==> config.mk <==
export PLATFORM = sky130hd
export DESIGN_NAME = fp32_mac
export DESIGN_NICKNAME = d
export VERILOG_FILES = /design/src/common/fp32_pkg.sv /design/src/leading_one_detector.sv /design/src/multiplier/fp32_mul_normalize.sv /design/src/multiplier/fp32_mul_round.sv /design/src/adder/fp32_add.sv /design/src/fp32_mac.sv
export SDC_FILE = /design/constraint.sdc
export NUM_CORES = 2
export LEC_CHECK = 0
export ABC_AREA = 1
export CAP_MARGIN = 30
export CORE_MARGIN = 8
export CORE_UTILIZATION = 50
export CTS_BUF_LIST = sky130_fd_sc_hd__clkbuf_8
export DETAILED_ROUTE_END_ITERATION = 10
export DONT_BUFFER_PORTS = 1
export SETUP_SLACK_MARGIN = 0.15
export SYNTH_ARGS = -nofsm -noshare
export SYNTH_HDL_FRONTEND = slang
export SYNTH_HIERARCHICAL = 1
export SYNTH_SLANG_ARGS = --single-unit
==> constraint.sdc <==
create_clock -name clk -period 14.2 [get_ports clk]
set_input_delay 0.71 -clock clk [delete_from_list [all_inputs] [get_ports clk]]
set_output_delay 0.71 -clock clk [all_outputs]
set_load 0.02 [all_outputs]
==> src/common/fp32_pkg.sv <==
package fp32_pkg;

    // IEEE 754 single precision field widths
    localparam int EXP_W  = 8;
    localparam int FRAC_W = 23;
    localparam int MANT_W = 24;     // fraction plus hidden bit
    localparam int PROD_W = 48;     // full mantissa product

    localparam int EXP_BIAS = 127;
    localparam int EXP_MAX  = 255;  // infinity or NaN

    // quiet NaN payload driven on every NaN result
    localparam logic [FRAC_W-1:0] NAN_FRAC = '1;

    typedef struct packed {
        logic              sign;
        logic [EXP_W-1:0]  exp;
        logic [FRAC_W-1:0] frac;
    } fp32_fields_t;

    // words move between blocks as raw bits and are decoded where used
    typedef union packed {
        logic [31:0]  bits;
        fp32_fields_t f;
    } fp32_t;

endpackage

==> src/leading_one_detector.sv <==
`timescale 1ns/1ps

module leading_one_detector #(
    parameter int WIDTH = 48
) (
    input  logic [WIDTH-1:0]         vec,
    output logic [$clog2(WIDTH)-1:0] pos,
    output logic                     found
);

    localparam int POS_W = $clog2(WIDTH);

    // priority scan from the top bit down, first hit wins
    always_comb begin
        pos   = '0;
        found = 1'b0;
        for (int i = WIDTH - 1; i >= 0; i--) begin
            if (vec[i] && !found) begin
                pos   = POS_W'(i);
                found = 1'b1;
            end
        end
    end

endmodule

==> src/multiplier/fp32_mul_normalize.sv <==
`timescale 1ns/1ps

module fp32_mul_normalize (
    input  fp32_pkg::fp32_t             a,
    input  fp32_pkg::fp32_t             b,
    output logic                        sign,
    output logic [fp32_pkg::PROD_W-1:0] norm_man,
    output logic signed [9:0]           norm_exp,
    output logic                        nan,
    output logic                        zero
);

    import fp32_pkg::*;

    localparam int POS_W = $clog2(PROD_W);
    localparam int LEAD  = PROD_W - 2;      // hidden bit position after alignment

    logic [MANT_W-1:0]  a_man;
    logic [MANT_W-1:0]  b_man;
    logic               a_flush;
    logic               b_flush;
    logic               a_nan;
    logic               b_nan;
    logic [PROD_W-1:0]  prod;
    logic [POS_W-1:0]   lead_pos;
    logic               lead_found;
    logic signed [9:0]  exp_sum;

    assign sign = a.f.sign ^ b.f.sign;

    // exponent 0 covers zero and subnormals alike
    assign a_flush = (a.f.exp == '0);
    assign b_flush = (b.f.exp == '0);

    assign a_man = a_flush ? '0 : {1'b1, a.f.frac};   // hidden one restored
    assign b_man = b_flush ? '0 : {1'b1, b.f.frac};

    assign a_nan = (a.f.exp == EXP_W'(EXP_MAX)) && (a.f.frac != '0);
    assign b_nan = (b.f.exp == EXP_W'(EXP_MAX)) && (b.f.frac != '0);
    assign nan   = a_nan | b_nan;

    // 24x24 unsigned product worth prod / 2^46
    assign prod = a_man * b_man;

    leading_one_detector #(
        .WIDTH(PROD_W)
    ) u_lod (
        .vec  (prod),
        .pos  (lead_pos),
        .found(lead_found)
    );

    // a flushed operand gives an all-zero product
    assign zero = ~lead_found;

    // biased exponent assuming the leading one sits at bit 46
    assign exp_sum = $signed({2'b00, a.f.exp})
                   + $signed({2'b00, b.f.exp})
                   - 10'(EXP_BIAS);

    always_comb begin
        if (lead_pos == POS_W'(LEAD + 1)) begin
            // product in [2,4) so move down one and keep bit 0 as sticky
            norm_man = {1'b0, prod[PROD_W-1:1]} | {{(PROD_W-1){1'b0}}, prod[0]};
            norm_exp = exp_sum + 10'sd1;
        end else begin
            norm_man = prod;                        // leading one already at bit 46
            norm_exp = exp_sum;
        end
    end

endmodule

==> src/multiplier/fp32_mul_round.sv <==
`timescale 1ns/1ps

module fp32_mul_round (
    input  logic                        sign,
    input  logic [fp32_pkg::PROD_W-1:0] norm_man,
    input  logic signed [9:0]           norm_exp,
    input  logic                        nan,
    input  logic                        zero,
    output fp32_pkg::fp32_t             product
);

    import fp32_pkg::*;

    localparam int FRAC_LSB = PROD_W - 2 - FRAC_W;  // bit 23 of the aligned product

    logic [FRAC_W-1:0]  frac_trunc;
    logic               guard;
    logic               round_bit;
    logic               sticky;
    logic               round_up;
    logic [FRAC_W:0]    frac_sum;   // top bit catches the carry-out
    logic [FRAC_W-1:0]  frac_rnd;
    logic signed [9:0]  exp_rnd;

    assign frac_trunc = norm_man[FRAC_LSB +: FRAC_W];
    assign guard      = norm_man[FRAC_LSB-1];
    assign round_bit  = norm_man[FRAC_LSB-2];
    assign sticky     = |norm_man[FRAC_LSB-3:0];

    // nearest even, an exact tie rounds up only from an odd lsb
    assign round_up = guard & (round_bit | sticky | frac_trunc[0]);

    assign frac_sum = {1'b0, frac_trunc} + {{FRAC_W{1'b0}}, round_up};

    // all-ones fraction plus one wraps to zero with the exponent bumped
    assign frac_rnd = frac_sum[FRAC_W-1:0];
    assign exp_rnd  = norm_exp + $signed({9'd0, frac_sum[FRAC_W]});

    always_comb begin
        product.bits = '0;
        if (nan) begin
            product.f.sign = sign;
            product.f.exp  = EXP_W'(EXP_MAX);
            product.f.frac = NAN_FRAC;
        end else if (exp_rnd > 10'(EXP_MAX - 1)) begin
            product.f.sign = sign;                  // signed infinity
            product.f.exp  = EXP_W'(EXP_MAX);
        end else if (exp_rnd < 10'sd1 || zero) begin
            product.bits = '0;                      // underflow flushes to +0
        end else begin
            product.f.sign = sign;
            product.f.exp  = exp_rnd[EXP_W-1:0];
            product.f.frac = frac_rnd;
        end
    end

endmodule

==> src/adder/fp32_add.sv <==
`timescale 1ns/1ps

module fp32_add (
    input  fp32_pkg::fp32_t x,
    input  fp32_pkg::fp32_t y,
    output fp32_pkg::fp32_t sum
);

    import fp32_pkg::*;

    localparam int SUM_W = MANT_W + 1;       // room for the add carry
    localparam int POS_W = $clog2(SUM_W);

    logic               x_special;
    logic               y_special;
    logic [MANT_W-1:0]  x_man;
    logic [MANT_W-1:0]  y_man;
    logic               x_big;
    logic               big_sign;
    logic [EXP_W-1:0]   big_exp;
    logic [EXP_W-1:0]   small_exp;
    logic [MANT_W-1:0]  big_man;
    logic [MANT_W-1:0]  small_man;
    logic [EXP_W-1:0]   shift;
    logic [MANT_W-1:0]  small_aligned;
    logic               eff_sub;
    logic [SUM_W-1:0]   raw;
    logic [POS_W-1:0]   lead_pos;
    logic               lead_found;
    logic [SUM_W-1:0]   aligned;
    logic signed [9:0]  res_exp;

    assign x_special = (x.f.exp == EXP_W'(EXP_MAX));
    assign y_special = (y.f.exp == EXP_W'(EXP_MAX));

    // subnormals flush to a zero mantissa
    assign x_man = (x.f.exp == '0) ? '0 : {1'b1, x.f.frac};
    assign y_man = (y.f.exp == '0) ? '0 : {1'b1, y.f.frac};

    // larger magnitude first, by exponent then mantissa
    assign x_big = (x.f.exp > y.f.exp) || ((x.f.exp == y.f.exp) && (x_man >= y_man));

    always_comb begin
        if (x_big) begin
            big_sign  = x.f.sign;
            big_exp   = x.f.exp;
            big_man   = x_man;
            small_exp = y.f.exp;
            small_man = y_man;
        end else begin
            big_sign  = y.f.sign;
            big_exp   = y.f.exp;
            big_man   = y_man;
            small_exp = x.f.exp;
            small_man = x_man;
        end
    end

    assign shift         = big_exp - small_exp;
    assign small_aligned = small_man >> shift;      // shifted-out bits are dropped

    assign eff_sub = x.f.sign ^ y.f.sign;

    // big >= small so the difference never goes negative
    assign raw = eff_sub ? ({1'b0, big_man} - {1'b0, small_aligned})
                         : ({1'b0, big_man} + {1'b0, small_aligned});

    leading_one_detector #(
        .WIDTH(SUM_W)
    ) u_lod (
        .vec  (raw),
        .pos  (lead_pos),
        .found(lead_found)
    );

    // leading one lands on bit 24 and the fraction is read from 23:1
    assign aligned = raw << (POS_W'(MANT_W) - lead_pos);

    // bit 23 is the unshifted hidden position
    assign res_exp = $signed({2'b00, big_exp})
                   + $signed(10'(lead_pos))
                   - 10'(FRAC_W);

    always_comb begin
        sum.bits = '0;
        if (x_special) begin
            sum = x;                                // inf or NaN product wins
        end else if (y_special) begin
            sum = y;
        end else if (!lead_found || res_exp < 10'sd1) begin
            sum.bits = '0;                          // cancellation or underflow
        end else if (res_exp >= 10'(EXP_MAX)) begin
            sum.f.sign = big_sign;
            sum.f.exp  = EXP_W'(EXP_MAX);
        end else begin
            sum.f.sign = big_sign;
            sum.f.exp  = res_exp[EXP_W-1:0];
            sum.f.frac = aligned[MANT_W-1:1];
        end
    end

endmodule

==> src/fp32_mac.sv <==
`timescale 1ns/1ps

module fp32_mac (
    input  logic            clk,
    input  logic            reset,
    input  logic            in_valid,
    input  fp32_pkg::fp32_t a,
    input  fp32_pkg::fp32_t b,
    input  fp32_pkg::fp32_t acc,
    output logic            out_valid,
    output fp32_pkg::fp32_t result
);

    import fp32_pkg::*;

    logic               mul_sign;
    logic [PROD_W-1:0]  norm_man;
    logic signed [9:0]  norm_exp;
    logic               mul_nan;
    logic               mul_zero;
    fp32_t              product;

    fp32_t              prod_s1;
    fp32_t              acc_s1;
    logic               valid_s1;
    fp32_t              sum;

    fp32_mul_normalize u_mul_norm (
        .a       (a),
        .b       (b),
        .sign    (mul_sign),
        .norm_man(norm_man),
        .norm_exp(norm_exp),
        .nan     (mul_nan),
        .zero    (mul_zero)
    );

    fp32_mul_round u_mul_round (
        .sign    (mul_sign),
        .norm_man(norm_man),
        .norm_exp(norm_exp),
        .nan     (mul_nan),
        .zero    (mul_zero),
        .product (product)
    );

    // stage 1 data, acc delayed to line up with the product
    always_ff @(posedge clk) begin
        if (in_valid) begin
            prod_s1 <= product;
            acc_s1  <= acc;
        end
    end

    fp32_add u_add (
        .x  (prod_s1),
        .y  (acc_s1),
        .sum(sum)
    );

    // stage 2 data
    always_ff @(posedge clk) begin
        if (valid_s1) begin
            result <= sum;
        end
    end

    // valid strobe follows the data two edges behind in_valid
    always_ff @(posedge clk) begin
        if (reset) begin
            valid_s1  <= 1'b0;
            out_valid <= 1'b0;
        end else begin
            valid_s1  <= in_valid;
            out_valid <= valid_s1;
        end
    end

endmodule

==> reports/results.txt <==
Cell Area, Synth -> 0.0350 mm2
detailed placement HPWL -> 116 mm
fraction of layout cells with a size suffix above 1 -> 0.110
vias per std cell -> 5.43
RSZ-0062 raised after global routing -> yes
clk_skew -> 17.5 ps
most frequent cells in the layout -> 1,267 x nand2_1, 1,114 x inv_1, 572 x nor2_1
root buf cell -> clkbuf_8
Worst-Skew Late Latency -> 420 ps
Crit Path Class -> input port to flop
vias in the first global route -> 33,200
CP Launch Type -> input port
Critical path origin -> a[29]
wire length per cell -> 21.9 um
Total GRT Usage -> 0.343
status -> completed
Crit Reg-Reg Endpoint -> result[11]$_DFFE_PP_
clk slew on worst S/H paths -> 110 ps
Antenna Nets Post-Route -> 0
port bufs -> 0
CP most frequent cell -> nor2_2
core outline area -> 0.0697 mm2
crit end category -> flop
total grt overflow -> 0
Post-Syn Instances -> 5,154
critical path required time -> 14,360 ps
max cap viols -> 0
Worst slew margin -> 0.286
DRC Markers -> 0
Ys Warns -> 6
CTS tree -> built
Final nets -> 6,123
Die H -> 281 um
Tightest Pin Transition -> 1060 ps
CP max FO -> 7
worst min-delay path category -> input port to flop
first-pass GRT wire length -> 203 mm
R2R Path Start -> acc_s1[27]$_DFFE_PP_
CP max-delay cell -> fa_1
final hold violation count -> 0
drt total wl -> 136 mm
I/O pins -> 132
Die X -> 281 um
worst reg2reg path depth -> 89
Crit. path cell count -> 82
WP data arrival -> 13,610 ps
Initial Util -> 0.503
CP Buf/Inv Count -> 19
Via Count -> 33,700
fill count -> 7,212
minimum clock period -> 13,450 ps
most common cell after layout, fill and taps aside -> nand2_1
deepest clock path buffer count -> 2
Final Util -> 0.552
RD Place Congestion -> 1.04
Area Growth Syn to Fin -> 9.89%
Avg Synthesized Cell Area -> 6.79 um2
Crit path max-delay family -> simple AND/OR/NAND/NOR gates
die area -> 0.0787 mm2
DRT Pass-1 Iters -> 6
end point of the critical path -> prod_s1[2]$_DFFE_PP_
Max H-tree Level -> 3
cell row count -> 97
CTS buffer count -> 9
Setup-failing EPs final -> 0
setup slack, reg-to-reg -> 1150 ps
Detailed Route Iter0 Violations -> 2,789
max incr delay on CP -> 550 ps
largest net degree at the start of global routing -> 82
Syn Nets -> 6,008
Tcrit/Tclk final -> 0.947
Hold Startpoint -> reset
initial antenna violation count -> 3
Clock Sink Count -> 98
Slew Limit Fails -> 0
fmax -> 74.3 MHz
==> cell type report <==
cell class	instances	area, um2	share of cell area
multi-input combinational	3764	27900	0.724
clock inverter	7	87.6	0.00228
tap	940	1180	0.0306
clock buffer	9	124	0.00322
inverter	1165	4420	0.115
timing repair inverter	2	12.5	0.000325
timing repair buffer	229	1870	0.0486
antenna	2	5.00	0.000130
sequential	98	2920	0.0760
==> state kept, by name, summed over array words and instances (netlist names) <==
register   count
acc_s1        32
prod_s1       32
out_valid      1
result        32
valid_s1       1
==> through the flow <==
stage	setup TNS (ps)	hold WS, ps	std cells	area [um2]	setup WS (ps)
2_1_floorplan	0	553	5154	35000	1560
3_3_place_gp	-3100	603	6136	36900	-157
3_5_place_dp	-4330	629	6138	36900	-204
4_1_cts	0	320	6154	37100	224
5_1_grt	0	331	6215	38500	40.4
6_report	0	346	6216	38500	748
==> worst min-delay path by stage <==
stage                                      end  slack, ps  cells after the start
after floorplan            result[1]$_DFFE_PP_        550                      2
after global placement    out_valid$_SDFF_PP0_        600                      2
after detailed placement  out_valid$_SDFF_PP0_        630                      2
after CTS                  valid_s1$_SDFF_PP0_        320                      1
after global routing       valid_s1$_SDFF_PP0_        330                      1
final                      valid_s1$_SDFF_PP0_        350                      1
==> layer usage <==
layer	vias up	share of wire	global-route usage
met1	16100	0.38	0.400
met3	392	0.064	0.0407
met5	-	0.000081	0
li1	15900	-	-
met2	1363	0.48	0.588
met4	2	0.085	0.233
==> timing repair <==
item | in CTS | in global routing
gates resized for setup | 1 | 243
hold buffers | 0 | 0
pin swaps | 0 | 61
cloned | 0 | 4
setup endpoints to repair | 5 | 57
setup buffers | 0 | 56
Power is not shown: default switching activity piles up to over one toggle a cycle in this logic, so the estimate is an artifact.
